==> config.mk <==
export PLATFORM = sky130hd
export DESIGN_NAME = frame_merger
export DESIGN_NICKNAME = d
export VERILOG_FILES = /design/src/logic/frame_cfg_pkg.sv /design/src/logic/frame_types_pkg.sv /design/src/logic/frame_merger.sv
export SDC_FILE = /design/constraint.sdc
export NUM_CORES = 2
export LEC_CHECK = 0
export ABC_AREA = 0
export BUFFER_PORTS_ARGS = -buffer_cell sky130_fd_sc_hd__buf_2
export CAP_MARGIN = 10
export CORE_MARGIN = 10
export CORE_UTILIZATION = 30
export CTS_BUF_LIST = sky130_fd_sc_hd__clkbuf_8
export CTS_CLUSTER_SIZE = 20
export DETAILED_ROUTE_END_ITERATION = 8
export PLACE_DENSITY_LB_ADDON = 0.12
export SLEW_MARGIN = 20
export SYNTH_ARGS = -nofsm -noshare
export SYNTH_HDL_FRONTEND = slang
export SYNTH_SLANG_ARGS = --single-unit
==> constraint.sdc <==
create_clock -name ACLK -period 13.93 [get_ports ACLK]
set_clock_uncertainty 0.15 [all_clocks]
set_input_delay 2.786 -clock ACLK [delete_from_list [all_inputs] [get_ports ACLK]]
set_output_delay 2.786 -clock ACLK [all_outputs]
set_load 0.01 [all_outputs]
==> src/logic/frame_cfg_pkg.sv <==
package frame_cfg_pkg;

    // one ADC word carries four samples
    localparam int SAMPLE_WIDTH      = 16;
    localparam int SAMPLES_PER_CLK   = 4;
    localparam int SAMPLE_WORD_WIDTH = SAMPLE_WIDTH * SAMPLES_PER_CLK;

    localparam int LINE_WIDTH        = 64;
    localparam int LANE_SUM_WIDTH    = 22;
    localparam int CHARGE_SUM_WIDTH  = 24;
    localparam int FRAME_LEN_WIDTH   = 12;
    localparam int OBJECT_ID_WIDTH   = 16;
    localparam int TIMESTAMP_WIDTH   = 32;
    localparam int TS_LOW_WIDTH      = 8;
    localparam int CH_ID_WIDTH       = 4;
    localparam int LINE_ID_WIDTH     = 8;
    localparam int TRIG_TYPE_WIDTH   = 4;
    localparam int TRIG_CONFIG_WIDTH = 8;
    localparam int DROP_COUNT_WIDTH  = 16;

    // line tags
    localparam logic [LINE_ID_WIDTH-1:0] HEADER_ID = 8'hA5;
    localparam logic [LINE_ID_WIDTH-1:0] FOOTER_ID = 8'h5A;

    localparam logic [FRAME_LEN_WIDTH-1:0] DEFAULT_MAX_FRAME_LEN = 12'd100;

endpackage
==> src/logic/frame_types_pkg.sv <==
package frame_types_pkg;
    import frame_cfg_pkg::*;

    typedef struct packed {
        logic                         active;
        logic [SAMPLE_WORD_WIDTH-1:0] samples;
        logic [TIMESTAMP_WIDTH-1:0]   timestamp;
        logic [TRIG_TYPE_WIDTH-1:0]   trig_type;
        logic [TRIG_CONFIG_WIDTH-1:0] trig_config;
    } trigger_word_t;

    typedef struct packed {
        logic [SAMPLE_WORD_WIDTH-1:0] samples;
    } sample_out_t;

    // run_state 01 first frame of a trigger, 11 continued frame
    typedef struct packed {
        logic       reserved;
        logic [1:0] run_state;
        logic       cont;
    } frame_info_t;

    typedef struct packed {
        logic [LINE_ID_WIDTH-1:0]   line_id;
        logic [CH_ID_WIDTH-1:0]     ch_id;
        logic [FRAME_LEN_WIDTH-1:0] frame_len;
        frame_info_t                frame_info;
        logic [TRIG_TYPE_WIDTH-1:0] trig_type;
        logic [TIMESTAMP_WIDTH-1:0] timestamp;
    } header_line_t;

    typedef struct packed {
        logic [LINE_ID_WIDTH-1:0]     line_id;
        logic [OBJECT_ID_WIDTH-1:0]   object_id;
        logic [CHARGE_SUM_WIDTH-1:0]  charge_sum;
        logic [TRIG_CONFIG_WIDTH-1:0] trig_config;
        logic [TS_LOW_WIDTH-1:0]      timestamp_low;
    } footer_line_t;

    // line_id picks the view
    typedef union packed {
        header_line_t header;
        footer_line_t footer;
    } frame_line_u;

    typedef struct packed {
        header_line_t header;
        footer_line_t footer;
    } frame_record_t;

endpackage

==> src/logic/frame_merger.sv <==
`timescale 1ns/1ps

module frame_merger #(
    parameter int N_CHANNELS  = 4,
    parameter int QUEUE_DEPTH = 4
) (
    input  logic                                       ACLK,
    input  logic                                       ARESET,
    input  logic [N_CHANNELS-1:0]                      rec_valid,
    input  frame_types_pkg::frame_record_t             rec [N_CHANNELS],
    output logic                                       line_valid,
    output frame_types_pkg::frame_line_u               line,
    output logic [frame_cfg_pkg::DROP_COUNT_WIDTH-1:0] drop_count
);
    import frame_cfg_pkg::*;
    import frame_types_pkg::*;

    localparam int PTR_W = (QUEUE_DEPTH > 1) ? $clog2(QUEUE_DEPTH) : 1;
    localparam int CNT_W = $clog2(QUEUE_DEPTH + 1);
    localparam int CH_W  = (N_CHANNELS > 1) ? $clog2(N_CHANNELS) : 1;

    frame_record_t   queue_mem [N_CHANNELS][QUEUE_DEPTH];
    logic [PTR_W-1:0] wr_ptr [N_CHANNELS];
    logic [PTR_W-1:0] rd_ptr [N_CHANNELS];
    logic [CNT_W-1:0] q_count [N_CHANNELS];
    logic [N_CHANNELS-1:0] push;
    logic [N_CHANNELS-1:0] pop;
    logic [N_CHANNELS-1:0] drop;
    logic [CH_W-1:0]  last_ch;
    logic [CH_W-1:0]  cur_ch;
    logic [CH_W-1:0]  pick_ch;
    logic             pick_found;
    logic             footer_phase;

    function automatic logic [PTR_W-1:0] ptr_inc(input logic [PTR_W-1:0] ptr);
        return (ptr == PTR_W'(QUEUE_DEPTH - 1)) ? '0 : ptr + 1'b1;
    endfunction

    // search starts one past the channel served last
    always_comb begin
        int idx;
        pick_found = 1'b0;
        pick_ch    = last_ch;
        for (int off = 1; off <= N_CHANNELS; off++) begin
            idx = (int'(last_ch) + off) % N_CHANNELS;
            if (!pick_found && q_count[idx] != '0) begin
                pick_found = 1'b1;
                pick_ch    = CH_W'(idx);
            end
        end
    end

    always_comb begin
        for (int ch = 0; ch < N_CHANNELS; ch++) begin
            drop[ch] = rec_valid[ch] && (q_count[ch] == CNT_W'(QUEUE_DEPTH));
            push[ch] = rec_valid[ch] && !drop[ch];
            pop[ch]  = footer_phase && (cur_ch == CH_W'(ch));
        end
    end

    always_ff @(posedge ACLK) begin
        if (ARESET) begin
            footer_phase <= 1'b0;
            line_valid   <= 1'b0;
            last_ch      <= CH_W'(N_CHANNELS - 1);
            cur_ch       <= '0;
            drop_count   <= '0;
            for (int ch = 0; ch < N_CHANNELS; ch++) begin
                wr_ptr[ch]  <= '0;
                rd_ptr[ch]  <= '0;
                q_count[ch] <= '0;
            end
        end else begin
            drop_count <= drop_count + DROP_COUNT_WIDTH'($countones(drop));
            for (int ch = 0; ch < N_CHANNELS; ch++) begin
                if (push[ch]) begin
                    wr_ptr[ch] <= ptr_inc(wr_ptr[ch]);
                end
                if (pop[ch]) begin
                    rd_ptr[ch] <= ptr_inc(rd_ptr[ch]);
                end
                q_count[ch] <= q_count[ch] + CNT_W'(push[ch]) - CNT_W'(pop[ch]);
            end
            if (footer_phase) begin
                footer_phase <= 1'b0;
                line_valid   <= 1'b1;
            end else if (pick_found) begin
                footer_phase <= 1'b1;
                line_valid   <= 1'b1;
                cur_ch       <= pick_ch;
                last_ch      <= pick_ch;
            end else begin
                line_valid <= 1'b0;
            end
        end
    end

    always_ff @(posedge ACLK) begin
        for (int ch = 0; ch < N_CHANNELS; ch++) begin
            if (push[ch]) begin
                queue_mem[ch][wr_ptr[ch]] <= rec[ch];
            end
        end
        if (footer_phase) begin
            line.footer <= queue_mem[cur_ch][rd_ptr[cur_ch]].footer;
        end else if (pick_found) begin
            line.header <= queue_mem[pick_ch][rd_ptr[pick_ch]].header;
        end
    end

    // footer_phase high means the line on the output is a header
    a_line_pair: assert property (@(posedge ACLK) disable iff (ARESET)
        line_valid && footer_phase |-> line.header.line_id == HEADER_ID
        ##1 line_valid && line.footer.line_id == FOOTER_ID);

endmodule

== Yosys cells after proc, flatten, opt, wreduce, memory -nomap -nowiden ==
Memory sizes are Yosys's and may differ from the RTL's. A register that Yosys moved wholly into a read port is not among the register bits.
Index checks and enable logic that the tools add are counted.
Storage, ports and cells
  register bits: 86
  bits in latches: 0
  bits in writable memories: 2076
  ROM bits: 0
  input port bits: 518
  output and inout bits: 81
  logic and storage cells: 193
  memories kept: 4
Memory list
  queue_mem: words 4, bits a word 512, read ports 2, clocked after Yosys merged registers in 1, wr ports 4, line frame_merger.sv:22  | frame_record_t queue_mem [N_CHANNELS][QUEUE_DEPTH];
  q_count: words 4, bits a word 3, read ports 8, clocked after Yosys merged registers in 0, wr ports 4, line frame_merger.sv:25  | logic [CNT_W-1:0] q_count [N_CHANNELS];
  rd_ptr: words 4, bits a word 2, read ports 6, clocked after Yosys merged registers in 1, wr ports 4, line frame_merger.sv:24  | logic [PTR_W-1:0] rd_ptr [N_CHANNELS];
  wr_ptr: words 4, bits a word 2, read ports 4, clocked after Yosys merged registers in 0, wr ports 4, line frame_merger.sv:23  | logic [PTR_W-1:0] wr_ptr [N_CHANNELS];
Operators by class
  add/subtract/negate cells: 24
  multipliers: 0
  divide/modulo/power cells: 0
  magnitude comparators: 10
  eq/ne operators: 15
  shift operators: 0
  muxes and demuxes: 81
  bitwise operators: 19
  reduce and logical (&&, ||, !) cells: 34
Operators by type and width (count)
  512-bit two-way mux: 4
  128-bit demux with 2-bit select: 4
  128-bit two-way mux: 6
  128-bit binary-select mux with 2-bit select: 2
  64-bit two-way mux: 4
  2-bit two-way mux: 24
  1-bit two-way mux: 33
  2-bit by 1-bit adder with 2-bit output, second input constant: 10
  2-bit equality test, second input constant: 10
  1-bit logical AND: 19
  3-bit greater-or-equal comparator, second input constant: 6
  2-bit NOT with 3-bit output: 6
  16-bit by 3-bit adder with 16-bit output: 1
  3-bit by 1-bit adder with 3-bit output: 4
  3-bit equality test, second input constant: 4
  3-bit by 1-bit < comparator with 1-bit output, second input constant: 4
  3-bit two-way mux: 4
  1-bit OR: 12
  3-bit nonzero test: 4
  3-bit by 1-bit subtractor with 3-bit output: 4
  1-bit zero test: 7
  1-bit by 1-bit adder with 2-bit output: 2
  2-bit adder, second input constant: 2
  2-bit by 2-bit adder with 3-bit output: 1
  other kinds (6): 6

== Logic depth before layout (Yosys ltp) ==
An unclocked memory read counts as a cell.
  word-level depth: 20
  mapped depth: 11
  mapped depth without buffers: 11

== Worst setup path after synthesis ==
OpenSTA, ideal clock, no wires.
  path kind: in2reg
  start: input rec_valid[1]
  end: memory queue_mem[1][128] (netlist bit), enable pin
  library setup time: 0.502 ns
  arrival: 6.092 ns
  data required time: 13.278 ns
  slack: 7.185 ns
  stages: 2
  buffers on the path: 0
  path through: a21boi_1 > and2_1
RTL lines
  from (decl): line frame_merger.sv:9  | input logic [N_CHANNELS-1:0] rec_valid,
  to (decl): line frame_merger.sv:22

== Final worst setup path ==
  start: register last_ch[1]
  end: register line[18] (netlist bit) (data pin)
On the way
  cells in the longest elaborated chain, start to end: 20
  elaborated cells between the ends (all ways): 30
  those cells by class: 4 x add/sub; 12 x mux; 1 x bitwise; 10 x reduce/logical; 3 x memory
RTL lines
  from (decl): line frame_merger.sv:29  | logic [CH_W-1:0] last_ch;
  from (signal assigned): line frame_merger.sv:65  | last_ch <= CH_W'(N_CHANNELS - 1);
  from (signal assigned): line frame_merger.sv:91  | last_ch <= pick_ch;
  2-bit by 1-bit adder with 2-bit output: line frame_merger.sv:45  | idx = (int'(last_ch) + off) % N_CHANNELS;
  memory read 4 x 3 bit
  3-bit nonzero test: line frame_merger.sv:46  | if (!pick_found && q_count[idx] != '0) begin
  1-bit two-way mux: line frame_merger.sv:46
  1-bit zero test: line frame_merger.sv:46
  1-bit logical AND: line frame_merger.sv:46
  1-bit two-way mux: line frame_merger.sv:46
  1-bit zero test: line frame_merger.sv:46
  [... 3 more ...]
  1-bit logical AND: line frame_merger.sv:46
  2-bit two-way mux *: line frame_merger.sv:46
  memory read 4 x 2 bit
  2-bit NOT with 3-bit output (not written as such): line frame_merger.sv:107  | line.header <= queue_mem[pick_ch][rd_ptr[pick_ch]].header;
  128-bit binary-select mux with 2-bit select *: line frame_merger.sv:107
  128-bit two-way mux (not written as such) * (2 in a row): line frame_merger.sv:107
  64-bit two-way mux *: line frame_merger.sv:106  | end else if (pick_found) begin
  64-bit two-way mux *: line frame_merger.sv:104  | if (footer_phase) begin
  to (decl): line frame_merger.sv:12  | output frame_types_pkg::frame_line_u line,
Every way passes the cells marked *; elsewhere a longest branch is shown, timed or not. The select of a mux whose other input is x is not followed.
A chain may end at the register's enable or synchronous reset.

==> results.yml <==
synthesis:
  synth_ff_type: "edfxtp_1"
  syn-num-nets: 4510
  avgSynthCellArea_sq_um: 21.4
  synth.distinct_cells: 45
  synth_async_sr_flop_share_pct: 0
  synth_warnings: 0
  seq_area_frac_synth_pct: 76.5
  syn_area_sq_mm: 0.0845
  netlist_instances: 3956
  synth_edf_count: 2128
  synth_seq_cells: 2166
power:
  peakVddDrop_uv: 280
  power.density_mw_per_mm2: 230
  leakage_nw: 35.0
floorplanning:
  die_h_um: 551
  die_x_um: 551
  placementRows: 194
  fp.dieArea_sq_mm: 0.303
  initial_core_util_pct: 30.2
  pin_count: 599
  coreArea_sq_mm: 0.280
sta:
  fmax_mhz: 178
  rsz0062_at_grt: "false"
  setup_violations: 0
  post-route-min-period_ns: 5.61
  tightestPinTransition_ns: 1.11
  finalCritPeriodShare_pct: 40.3
  slew_headroom_pct: 26.0
  hold_violations: 0
  fin_ws_ns: 8.32
  slew_violations: 0
  timing.setup.tns_ns: 0
clock_network:
  clockBufferDepth: 4
  cts_tree: "yes"
  cts_resized: 0
  clk_pin_slew_ns: 0.06
  hold_buffers: 0
  cts_buffers: 385
  clk_latency_ns: 1.04
  cts-root-buf: "clkbuf_8"
  htree_levels: 5
  post-cts-setup-buffers: 0
  cts_sinks: 2166
cells_and_area:
  register_area_sq_mm: 0.0647
  final_util_pct: 35.3
  final_nets: 5376
  design_area_sq_mm: 0.0989
  multi_input_comb_area_sq_mm: 0.0188
  most-common-layout-cells: "edfxtp_1 (2,128), mux2i_1 (902), buf_2 (598), clkbuf_8 (387), mux4_2 (321)"
  area_delta_synth_final_pct: 17.0
  drive_above_1_share_pct: 29.3
  final_common_cell: "edfxtp_1"
  nFillCells: 26271
critical_path:
  crit_fanout: 63
  cp_slowest_cell: "buf_4"
  cp-startpoint: "last_ch[1]"
  end_kind: "flop"
  path_class: "flop to flop"
  reg2reg_setup_slack_ns: 8.32
  path_cells: "or4_1 -> o2bb2ai_1 -> or4_4 -> buf_4 -> buf_6 -> buf_4 -> mux2i_1 -> mux2i_1 -> mux2i_1 -> a221oi_1"
  max_stage_delay_ns: 0.86
  cp.arrival_ns: 6.19
  path_common_cell: "mux2i_1"
  crit_required_ns: 14.51
  timing.rr.start: "last_ch[1]"
  startpoint_type: "flop"
place:
  place_ws_ns: 7.37
  io_buffers: 598
  hpwl_um: 177000
  dpl-instance-area_sq_mm: 0.0918
  gp_congestion: 0.773
routing:
  avgRoutedWirePerCell_um: 31.7
  firstDrtPassIters: 5
  ant_nets: 0
  num_vias: 42980
  vias_per_cell: 4.84
  drt_iter0_drc: 3662
  routed_wl_um: 281000
  drc: 0
global_routing:
  grt-ovfl-total: 0
  grt_max_degree: 123
  grt_pass1_wl_um: 382000
  first_global_vias: 45441
  grtUsageTotal_pct: 18.0
  antenna_found_initial: 196
flow_run:
  drv_cap: 0
outcome:
  status: "completed"
min_path:
  min_path_type: "flop to flop"
  hp-start: "drop_count[15]"
## final timing paths
kind / cells past startpoint / endpoint
max: 10 / line[18]
min: 2 / drop_count[15]
max reg2reg: 10 / line[18]
min reg2reg: 2 / drop_count[15]
## critical path: cells and delay by family (launching register included)
family / cells / cell delay, ns
and+or+nand+nor: 2 / 1.22
DFF: 1 / 0.37
AOI/OAI and AO/OA: 2 / 0.30
muxes: 3 / 0.62
buffers and inverters: 3 / 2.44
## registers in the layout, summed over array words and instances, names as in the netlist, named ones only
register and flops:
queue_mem 2048, line 64, drop_count 16, q_count 12, rd_ptr 8, wr_ptr 8
cur_ch 2, last_ch 2, footer_phase 1, line_valid 1
## power by group
group / internal, mW / switching [mW]
Sequential: 8.09 / 0.255
Clock: 2.78 / 2.73
Combinational: 3.64 / 5.23
## logic make-up after synthesis
kind of cell	share of synthesized area (%)
AO/OA/AOI/OAI	0.866
XOR/XNOR	0.197
adder cells (fa/ha/maj)	0.595
buffers and inverters	1.40
flip-flops	76.5
multiplexers	19.3
AND/OR/NAND/NOR	1.13
## synthesized netlist by cell type, drive strengths merged, types with 8 or more instances
master | n | share of area (%)
edfxtp | 2128 | 76
mux2i | 902 | 11
mux4 | 323 | 8.6
buf | 125 | 0.94
nor2 | 98 | 0.44
clkbuf | 75 | 0.33
a221oi | 64 | 0.69
dfxtp | 38 | 0.90
ha | 29 | 0.43
inv | 28 | 0.12
and2 | 18 | 0.13
and3 | 13 | 0.096
xor2 | 11 | 0.11
nand3 | 9 | 0.053
o21ai | 8 | 0.047
xnor2 | 8 | 0.083
## layout make-up
class	instances	share of cell area [%]
Tap cell	3724	4.71
Clock buffer	387	5.38
Clock inverter	295	1.69
Sequential cell	2166	65.4
Antenna cell	32	0.0809
Inverter	29	0.113
Timing Repair Buffer	679	3.69
Multi-Input combinational cell	1561	19.0
## through the flow
step / cells / hold WS (ns) / power, mW
floorplan: 3956 / 0.365 / 14.8
CTS: 8841 / 0.370 / 23.2
finish: 8873 / 0.362 / 22.7
global placement: 8159 / 0.346 / 17.6
detailed placement: 8159 / 0.353 / 17.6
global route: 8848 / 0.405 / 23.9
## layer usage
| layer | up-vias | wire (um) | global-route usage (%) |
|---|---|---|---|
| li1 | 18108 | - | - |
| met2 | 1455 | 132000 | 29.2 |
| met3 | 621 | 17800 | 4.07 |
| met1 | 22708 | 124000 | 24.6 |
| met5 | - | 598 | 0 |
| met4 | 88 | 6880 | 4.01 |
(Power assumes the default switching activity.)
