### src/logic/frame_cfg_pkg.sv
package frame_cfg_pkg;

    // one ADC word carries four samples
    localparam int SAMPLE_WIDTH      = 16;
    localparam int SAMPLES_PER_CLK   = 4;
    localparam int SAMPLE_WORD_WIDTH = SAMPLE_WIDTH * SAMPLES_PER_CLK;

    localparam int LINE_WIDTH        = 64;
    localparam int LANE_SUM_WIDTH    = 22;
    localparam int CHARGE_SUM_WIDTH  = 24;
    localparam int FRAME_LEN_WIDTH   = 12;
    localparam int OBJECT_ID_WIDTH   = 16;
    localparam int TIMESTAMP_WIDTH   = 32;
    localparam int TS_LOW_WIDTH      = 8;
    localparam int CH_ID_WIDTH       = 4;
    localparam int LINE_ID_WIDTH     = 8;
    localparam int TRIG_TYPE_WIDTH   = 4;
    localparam int TRIG_CONFIG_WIDTH = 8;
    localparam int DROP_COUNT_WIDTH  = 16;

    // line tags
    localparam logic [LINE_ID_WIDTH-1:0] HEADER_ID = 8'hA5;
    localparam logic [LINE_ID_WIDTH-1:0] FOOTER_ID = 8'h5A;

    localparam logic [FRAME_LEN_WIDTH-1:0] DEFAULT_MAX_FRAME_LEN = 12'd100;

endpackage
### src/logic/frame_types_pkg.sv
package frame_types_pkg;
    import frame_cfg_pkg::*;

    typedef struct packed {
        logic                         active;
        logic [SAMPLE_WORD_WIDTH-1:0] samples;
        logic [TIMESTAMP_WIDTH-1:0]   timestamp;
        logic [TRIG_TYPE_WIDTH-1:0]   trig_type;
        logic [TRIG_CONFIG_WIDTH-1:0] trig_config;
    } trigger_word_t;

    typedef struct packed {
        logic [SAMPLE_WORD_WIDTH-1:0] samples;
    } sample_out_t;

    // run_state 01 first frame of a trigger, 11 continued frame
    typedef struct packed {
        logic       reserved;
        logic [1:0] run_state;
        logic       cont;
    } frame_info_t;

    typedef struct packed {
        logic [LINE_ID_WIDTH-1:0]   line_id;
        logic [CH_ID_WIDTH-1:0]     ch_id;
        logic [FRAME_LEN_WIDTH-1:0] frame_len;
        frame_info_t                frame_info;
        logic [TRIG_TYPE_WIDTH-1:0] trig_type;
        logic [TIMESTAMP_WIDTH-1:0] timestamp;
    } header_line_t;

    typedef struct packed {
        logic [LINE_ID_WIDTH-1:0]     line_id;
        logic [OBJECT_ID_WIDTH-1:0]   object_id;
        logic [CHARGE_SUM_WIDTH-1:0]  charge_sum;
        logic [TRIG_CONFIG_WIDTH-1:0] trig_config;
        logic [TS_LOW_WIDTH-1:0]      timestamp_low;
    } footer_line_t;

    // line_id picks the view
    typedef union packed {
        header_line_t header;
        footer_line_t footer;
    } frame_line_u;

    typedef struct packed {
        header_line_t header;
        footer_line_t footer;
    } frame_record_t;

endpackage

### src/logic/trigger_fanout.sv
`timescale 1ns/1ps

module trigger_fanout #(
    parameter int N_CHANNELS = 4
) (
    input  logic                                          ACLK,
    input  logic                                          ARESET,
    input  logic [frame_cfg_pkg::SAMPLE_WORD_WIDTH-1:0]   adc_samples [N_CHANNELS],
    input  logic [N_CHANNELS-1:0]                         trig_active,
    input  logic                                          set_config,
    input  logic [frame_cfg_pkg::FRAME_LEN_WIDTH-1:0]     max_frame_len_in,
    input  logic [frame_cfg_pkg::TRIG_TYPE_WIDTH-1:0]     trig_type_cfg,
    input  logic [frame_cfg_pkg::TRIG_CONFIG_WIDTH-1:0]   trig_config_cfg,
    output frame_types_pkg::trigger_word_t                trig_word [N_CHANNELS],
    output logic                                          config_load,
    output logic [frame_cfg_pkg::FRAME_LEN_WIDTH-1:0]     max_frame_len
);
    import frame_cfg_pkg::*;

    logic [TIMESTAMP_WIDTH-1:0]   timestamp;
    logic [TRIG_TYPE_WIDTH-1:0]   trig_type_q;
    logic [TRIG_CONFIG_WIDTH-1:0] trig_config_q;

    always_ff @(posedge ACLK) begin
        if (ARESET) begin
            timestamp     <= '0;
            max_frame_len <= DEFAULT_MAX_FRAME_LEN;
            trig_type_q   <= '0;
            trig_config_q <= '0;
            config_load   <= 1'b0;
        end else begin
            timestamp   <= timestamp + 1'b1;
            config_load <= set_config;
            if (set_config) begin
                max_frame_len <= max_frame_len_in;
                trig_type_q   <= trig_type_cfg;
                trig_config_q <= trig_config_cfg;
            end
        end
    end

    // every channel sees the same stamp in a given cycle
    always_ff @(posedge ACLK) begin
        for (int ch = 0; ch < N_CHANNELS; ch++) begin
            if (ARESET) begin
                trig_word[ch].active <= 1'b0;
            end else begin
                trig_word[ch].active      <= trig_active[ch];
                trig_word[ch].samples     <= adc_samples[ch];
                trig_word[ch].timestamp   <= timestamp;
                trig_word[ch].trig_type   <= trig_type_q;
                trig_word[ch].trig_config <= trig_config_q;
            end
        end
    end

    a_no_zero_len: assert property (@(posedge ACLK) disable iff (ARESET)
        set_config |-> max_frame_len_in != '0);

endmodule

### config.mk
export PLATFORM = sky130hd
export DESIGN_NAME = trigger_fanout
export DESIGN_NICKNAME = d
export VERILOG_FILES = /design/src/logic/frame_cfg_pkg.sv /design/src/logic/frame_types_pkg.sv /design/src/logic/trigger_fanout.sv
export SDC_FILE = /design/constraint.sdc
export NUM_CORES = 1
export LEC_CHECK = 0
export ABC_AREA = 1
export ABC_CLOCK_PERIOD_IN_PS = 5080
export BUFFER_PORTS_ARGS = -buffer_cell sky130_fd_sc_hd__clkbuf_2
export CAP_MARGIN = 15
export CORE_AREA = 2 2 285 287
export CTS_BUF_LIST = sky130_fd_sc_hd__clkbuf_4
export DETAILED_ROUTE_END_ITERATION = 8
export DIE_AREA = 0 0 287 289
export REMOVE_ABC_BUFFERS = 1
export SLEW_MARGIN = 20
export SYNTH_ARGS = -nofsm -noshare
export SYNTH_HDL_FRONTEND = slang
export SYNTH_SLANG_ARGS = --single-unit
### constraint.sdc
create_clock -name ACLK -period 5.08 [get_ports ACLK]
set_clock_uncertainty 0.2 [all_clocks]
set_input_delay 1.016 -clock ACLK [delete_from_list [all_inputs] [get_ports ACLK]]
set_output_delay 1.016 -clock ACLK [all_outputs]
set_load 0.02 [all_outputs]
== Word level (Yosys, flattened, before mapping) ==
Index checks and enable logic that the tools add are counted.
Storage, ports and cells
  register bits after elaboration: 361
  input port bits: 287
  output and inout bits: 449
Cells by class
  add/sub/neg operators: 1
Operator list (number)
  $add 32x1->32 const B: 1

== Longest topological paths before layout ==
Gate-level depths: netlist of the first run.
  depth in word-level cells: 1
  depth in mapped cells: 8
  mapped depth without buffers: 8

== Worst setup path after synthesis of the first run ==
OpenSTA, ideal clock, no wires.
  kind: input-to-reg
  start point: in ARESET
  end point: reg trig_word[0] in the netlist's numbering (enable)
  library setup time: 0.532 ns
  arrival: 4.737 ns
  path slack: -0.389 ns
  stages on the path: 3
  path through: inv_1 -> buf_4 -> buf_2
RTL lines
  start: declaration: line trigger_fanout.sv:7  | input logic ARESET,
  end: declaration: line trigger_fanout.sv:14  | output frame_types_pkg::trigger_word_t trig_word [N_CHANNELS],
No word-level cell between the ends.

==> results of run 1 <==
-- registers in the layout (all words and copies together), names as in the netlist --
register       cells
trig_word        304
timestamp         32
trig_type_q        4
config_load        1
max_frame_len     12
trig_config_q      8
-- area by class of cell --
type,count,area share
sequential,361,0.542
timing repair buffer,827,0.245
tap,1060,0.0702
multi-input combinational,275,0.0671
clock buffer,147,0.0584
clock inverter,37,0.0119
inverter,26,0.00557
antenna,3,0.000398
-- cells by family after synthesis --
logic type,count (synthesis),synth area share
and+or+nand+nor,223,0.0781
xor gates and xnor gates,2,0.00139
DFF,361,0.810
buffers and inverters,168,0.0896
AOI/OAI and AO/OA,49,0.0198
adders and majority gates,1,0.000991
-- power by group --
group	switching [uW]	internal (uW)
Clock	1340	1440
Combinational	552	280
Sequential	91.7	3420
Total	1980	5150
-- worst register-to-register path, stage by stage (launching register included) --
cell and delay, ns:
dfxtp_1 0.38, ha_1 0.18, nand2_1 0.10, nor2_4 0.16, nand2_2 0.10, nor2_1 0.20
nand2_1 0.06, o21ai_0 0.11, nor2_1 0.07
-- cells in the final DEF (no fill, tap or decap), drive strengths merged --
cell	netlist	layout
and3	3	3
buf	134	7
clkbuf	8	882
a21oi	20	20
clkinv	0	30
dlygate4sd3	0	85
clkinvlp	0	1
ha	1	1
inv	26	30
nand2	80	80
or2	1	1
diode	0	3
bufinv	0	2
and2	1	1
nor3	1	1
o21a	2	2
o21ai	27	27
nor2	118	118
xor2	2	2
edfxtp	300	300
dfxtp	61	61
nand3	19	19
-- through the flow --
stage	hold slack, ns	cell area [um2]	utilization	setup WS (ns)
finish	0.164	18900	0.236	2.31
global route	0.0389	18900	0.236	2.15
CTS	0.0000989	18900	0.236	2.09
detailed placement	0.209	16700	0.209	2.08
global placement	0.212	16700	0.209	2.13
floorplan	0.203	11600	-	-3.46
-- worst min-delay path by stage --
| stage | start | end | slack, ns |
|---|---|---|---|
| finish | adc_samples[230] | trig_word[409]$_DFFE_PN_ | 0.16 |
| global route | adc_samples[191] | trig_word[325]$_DFFE_PN_ | 0.04 |
| CTS | adc_samples[183] | trig_word[317]$_DFFE_PN_ | 0.0001 |
| detailed placement | trig_config_q[1]$_SDFFE_PP0P_ | trig_word[1]$_DFFE_PN_ | 0.21 |
| global placement | trig_type_q[1]$_SDFFE_PP0P_ | trig_word[9]$_DFFE_PN_ | 0.21 |
| floorplan | trig_type_q[2]$_SDFFE_PP0P_ | trig_word[10]$_DFFE_PN_ | 0.20 |
-- layer usage --
| metal | track usage | routed length (um) |
|---|---|---|
| met5 | 0 | 133 |
| met4 | 0.0413 | 1140 |
| met3 | 0.0558 | 5520 |
| met2 | 0.180 | 23700 |
| met1 | 0.127 | 18800 |
==> metrics list, run 1 <==
- Post-CTS Hold Fix Bufs: 85
- Mean routed wirelength per cell: 18.0 um
- Net total in the final layout: 1882
- Top cells by area, synth: edfxtp_1 71%, dfxtp_1 9.7%, buf_4 7.9%, nor2_1 3.1%, nand2_1 2.2%
* ANT nets after route: 0
* Crit-path max cell delay: 0.50 ns
- Deepest clock path buffer count: 3
- Across the run, the number of max-cap violations was 0.
* Period utilization: 0.546
- In this run the tightest slew margin relative to its limit is 0.577.
* Vias per cell: 3.43
- FP Rows: 104
* Post-synth top area share: 0.713
* Total of flip-flops plus latches after synthesis: 361
- PostCTS Resize Cnt: 0
- Detailed placer's ending HPWL: 37500 um
- Area of the multi-input gates: 1270 um2
- In this run the number of cells on the critical path is 1.
- The detailed router finished its first iteration with 433 violations.
* Synth area leader: edfxtp_1
- In this run the vertical extent of the chip is 289 um.
- The finished layout holds 2736 standard cells, fillers aside.
* Total DRC errors in the routed layout: 0
* Post-synthesis area per instance: 15.7 um2
* DRT Wirelength: 49400 um
- Netlist cell types: 24
- Cell Chain, Critical Path: clkbuf_2
- I/O pins: 736
* Total power: 7130 uW
- The clock reaches the later pin of the worst-skew pair after 0.82 ns.
- CP Launch Point: trig_word[6]$_DFFE_PN_
* Number of buffers added on ports: 735
- Synth Instances: 804
* GRT Util Overall: 0.112
- Setup TNS: 0 ns
- Max FO, Critical Path: 4
* Total CTS buffers: 103
- Setup repair after global routing left no endpoint under its margin.
* Total count of max-transition violations in the final report: 0
- The cell area that synthesis handed to floorplanning was 12600 um2.
- Counting tap cells, the placed design contains a total of 2464 instances.
- In this run the power density over the cells is 378 nW/um2.
- At the end of routability-driven placement, the weighted congestion stood at 0.805.
- Timing would allow up to 0.360 GHz.
- In this run the worst setup path terminates at trig_word[115].
* Starting utilization of the core area: 0.158
- Startpoint of the worst register-to-register path: timestamp[0]$_SDFF_PP0_
- The die covers 82900 um2.
- Register area: 10200 um2
- Count of buffers added by post-CTS timing repair for setup: 0
- Highest-delay cell along the critical path: edfxtp_1
* R2r setup slk: 3.43 ns
* Primary FF master, synth: edfxtp_1
- The worst path in the final design needs a cycle of 2.77 ns, including I/O delays and setup.
- Core Footprint: 79900 um2
- Worst r2r dst: timestamp[14]$_SDFF_PP0_
- Hold depth: 1
* Largest net degree at the start of global routing: 81
* Root Buffer: clkbuf_4
* Count of final hold-check violations: 0
- For this run the aggregate overflow at the end of global routing stands at 0.
- Data arrival, critical path: 1.56 ns
- In this run, synthesis inferred 300 flip-flops with an integrated enable.
- Routed via count: 9382
* Hold WC Path Type: primary input to register
- Most numerous cell types in the synthesized netlist: 300 x edfxtp_1, 133 x buf_4, 105 x nor2_1
- Together, buffers and inverters on the worst path number 1.
- Kind of start point of the critical path: register
- STA classifies the critical path endpoint as a primary output.
- Layout cell share with drive strength beyond 1: 0.556
- The via count of the first global-routing pass came to 9029.
- Async set or reset register ratio after synthesis: 0
* Part of the Yosys area used for sequential elements: 0.810
- Depth of the worst register-to-register path: 8
- The die is 287 um wide.
- Clock-pin slew reported for the worst setup and hold paths after clock tree synthesis: 0.07 ns
- Number of H-tree levels: 3
- Synth Warn #: 0
- At the worst endpoint, the required time is 3.86 ns.
- CTS tree: yes
- Static Leak: 0.00831 uW
- Layout-stage area growth over the synthesis result: 49.5%
- edfxtp_1 is the most common cell in the netlist.
- Peak VDD IR: 0.000155 V
* Number of inserted filler cells in the final layout: 8510
- Setup-failing EPs final: 0
* Worst-margin pin slew: 0.634 ns
- Status: complete, no violations
- The clock net in this run drives a total of 361 sinks.
- In this design, the largest share of critical-path delay is due to flip-flops.
* Detailed Routing Iterations Pass 1: 4
* Antenna violations before repair: 18
- The first global-routing pass estimated 64700 um of wire.
* Critical path class: register to primary output
Note: power is estimated with default switching activity, not from simulation.
==> inputs of run 2 (changes only) <==
Settings changed: ABC_CLOCK_PERIOD_IN_PS 5080 to 2300.
Clock period 5.08 ns to 2.3 ns, I/O delays scaled along.
==> metrics list, run 2 (synthesized netlist as in run 1, its figures left out) <==
- The flip-flop count of the largest register, all copies and words added was 304 (unchanged).
- The summed area of non-filler cells in the final layout was 22500 um2 (was 18900 um2).
* Share of total power consumed by net switching: 0.277 (was 0.278)
- The via density per instance was 3.51 (was 3.43).
* R2r setup slk: 0.68 ns (was 3.43 ns)
- The design internal power is 11600 uW (was 5150 uW).
- The required time reported for the critical path endpoint was 2.83 ns (was 3.86 ns).
* Sequential share of power: 0.487 (was 0.493)
* Total CTS buffers: 94 (was 103)
- Most common library cell in the layout ignoring fill and taps: clkbuf_2 (unchanged)
- Net total in the final layout: 2224 (was 1882)
* FP Rows: 104 (unchanged)
* Setup TNS: 0 ns (unchanged)
- The setup slack at placement came to 0.484 ns (was 2.08 ns).
- The worst voltage drop across the vdd grid is 0.000335 V (was 0.000155 V).
* Hold path endpoint: trig_word[415]$_DFFE_PN_ (was trig_word[409]$_DFFE_PN_)
* Number of buffers added on ports: 735 (unchanged)
- The sort of element at the end of the critical path is a register (was primary output).
- The area overhead of the layout relative to synthesis is 78.0% (was 49.5%).
* Top Registers: trig_word x304, timestamp x32, max_frame_len x12 (unchanged)
* Antenna violations before repair: 7 (was 18)
- The largest register by flop count is trig_word (unchanged).
- The type of the worst setup path is primary input to register (was register to primary output).
- The half-perimeter wire length after detailed placement is 38200 um (was 37500 um).
- Most used cells in the layout excluding fill and tap cells: 705 x clkbuf_2, 409 x dlygate4sd3_1, 300 x edfxtp_1, 136 x clkbuf_4, 105 x nor2_1 (was 735 x clkbuf_2, 300 x edfxtp_1, 147 x clkbuf_4, 105 x nor2_1, 85 x dlygate4sd3_1).
- The clock latency at the later pin of the worst-skew pair came to 0.79 ns (was 0.82 ns).
- The end of the worst register-to-register path is timestamp[14]$_SDFF_PP0_ (unchanged).
- Status: complete, no violations (unchanged).
- Max transition margin: 0.704 (was 0.577)
* Setup repair after global routing missed its margin: true (was false)
- The DRC violation count after routing came to 0 (unchanged).
* Mean routed wirelength per cell: 17.3 um (was 18.0 um)
- Kind of start point of the critical path: primary input (was register)
- Number of H-tree levels: 3 (unchanged)
* Highest clock frequency the design can meet: 0.441 GHz
- The overall die width is 287 um (unchanged).
* Total power: 16000 uW (was 7130 uW)
- ANT nets after route: 0 (unchanged)
* Clock network power share: 0.362 (was 0.390)
- The via count of the first global-routing pass is 10900 (was 9029).
- Min setup slack post-route: 0.0342 ns (was 2.31 ns)
- Largest net degree at the start of global routing: 74 (was 81)
* Deepest clock path buffer count: 3 (unchanged)
- The number of stages on the worst hold path came to 2 (was 1).
- The class of the most critical hold timing path is primary input to register (unchanged).
* Startpoint of the worst register-to-register path: timestamp[0]$_SDFF_PP0_ (unchanged)
- The via count came to 10800 (was 9382).
* Core utilization of the finished layout: 0.281 (was 0.236)
* Number of violations reported at the end of detailed-routing iteration 0: 545 (was 433)
* CTS tree: yes (unchanged)
- The cell count of the worst reg-to-reg path came to 8 (unchanged).
- Switching component of the power: 4420 uW (was 1980 uW)
- Setup-failing EPs final: 0 (unchanged)
* Total clock sinks: 361 (unchanged)
* Tmin final: 2.27 ns
- Starting utilization of the core area: 0.158 (unchanged)
- Detailed Routing Iterations Pass 1: 6 (was 4)
- Root Buffer: clkbuf_4 (unchanged)
- Leftover overflow at the end of global routing: 0 (unchanged)
- I/O pins: 736 (unchanged)
- The overall routed net length was 53100 um (was 49400 um).
* Power density over the cells: 711 nW/um2 (was 378 nW/um2)
* GRT Util Overall: 0.120 (was 0.112)
- The launch instance of the worst min-delay path is adc_samples[236] (was adc_samples[230]).
* Total count of max-transition violations in the final report: 0 (unchanged)
- The first-pass GRT wire length was 71600 um (was 64700 um).
- The clock slew at the register clock pins of the worst setup and hold paths was 0.08 ns (was 0.07 ns).
* Data arrival, critical path: 2.80 ns (was 1.56 ns)
* Max Cap Viol: 0 (unchanged)
- Combinational power share: 0.151 (was 0.117)
- The total die area came to 82900 um2 (unchanged).
* Final estimated routing congestion in global placement: 0.807 (was 0.805)
- Layout cell share with drive strength beyond 1: 0.469 (was 0.556)
- The transition time at the pin with the least slew margin came to 0.443 ns (was 0.634 ns).
* Static Leak: 0.00985 uW (was 0.00831 uW)
- Of the available clock period, the critical path in the final layout requires 0.985.
- The area inside the core boundary came to 79900 um2 (unchanged).
- Max FO, Critical Path: 25 (was 4)
- Count of final hold-check violations: 0 (unchanged)
- Chip height: 289 um (unchanged)
* Cell area reported after detailed placement: 16900 um2 (was 16700 um2)
run 2: changes by cell type in the layout (fill, tap and decap cells not counted), moves of 4 or more:
| cell | delta |
|---|---|
| buf_12 | +4 |
| clkbuf_8 | +20 |
| clkinv_2 | -6 |
| buf_6 | +4 |
| dlygate4sd3_1 | +324 |
| buf_4 | +22 |
| buf_2 | +6 |
| clkbuf_2 | -30 |
| diode_2 | +4 |
| clkbuf_4 | -11 |
run 2: through the flow:
step / cells / hold slack (ns)
after detailed placement: 2483 / 0.210
final: 3071 / 0.131
after global routing: 3069 / 0.0307
after floorplan: 662 / 0.203
after CTS: 3064 / 0.000724
after global placement: 2483 / 0.207
run 2: area by class of cell:
cell class,instances,area (um2)
inverters,26,105
multi-input cells,275,1270
diodes,7,17.5
fillers,8143,57400
flip-flops and latches,361,10200
clock buffers,135,1010
repair buffers,1178,8320
well taps,1060,1330
clock inverters,29,204
run 2: power by group through the flow:
stage	sequential, uW	clock, uW	combinational [uW]
floorplan	8580	0	148
global placement	7910	0	1780
detailed placement	7920	0	1780
CTS	7780	6020	2420
global route	7820	6350	2540
finish	7780	5790	2410
run 2: how the worst max path moves through the flow:
stage / startpoint / endpoint / slack (ns) / depth (start not counted)
finish: set_config / max_frame_len[11]$_SDFFE_PP0P_ / 0.03 / 7
global placement: ARESET / trig_word[203]$_DFFE_PN_ / 0.50 / 4
CTS: trig_word[398]$_DFFE_PN_ / trig_word[398] / -0.03 / 1
floorplan: ARESET / timestamp[7]$_SDFF_PP0_ / -5.68 / 3
detailed placement: ARESET / trig_word[267]$_DFFE_PN_ / 0.48 / 4
global route: trig_word[398]$_DFFE_PN_ / trig_word[398] / -0.02 / 1
run 2: worst max-delay path, cell delays in order:
cell and delay (ns):
dlygate4sd3_1 0.54, clkbuf_2 0.12, inv_2 0.33, nor2_1 0.09, dlygate4sd3_1 0.59, nor2_1 0.11, dlygate4sd3_1 0.55
run 2: metal layers:
metal	vias to the layer above	part of all wire	global-route usage
li1	4999	-	-
met1	5147	0.40	0.141
met2	559	0.49	0.203
met3	86	0.077	0.0354
met4	0	0.029	0.0509
met5	-	0	0
run 2: what timing repair did:
item	4_1_cts	5_1_grt
cloned	0	0
hold buffers	409	0
endpoints found under the setup margin	84	5
gates resized for setup	38	15
endpoints found under the hold margin	397	0
buffers inserted	8	0
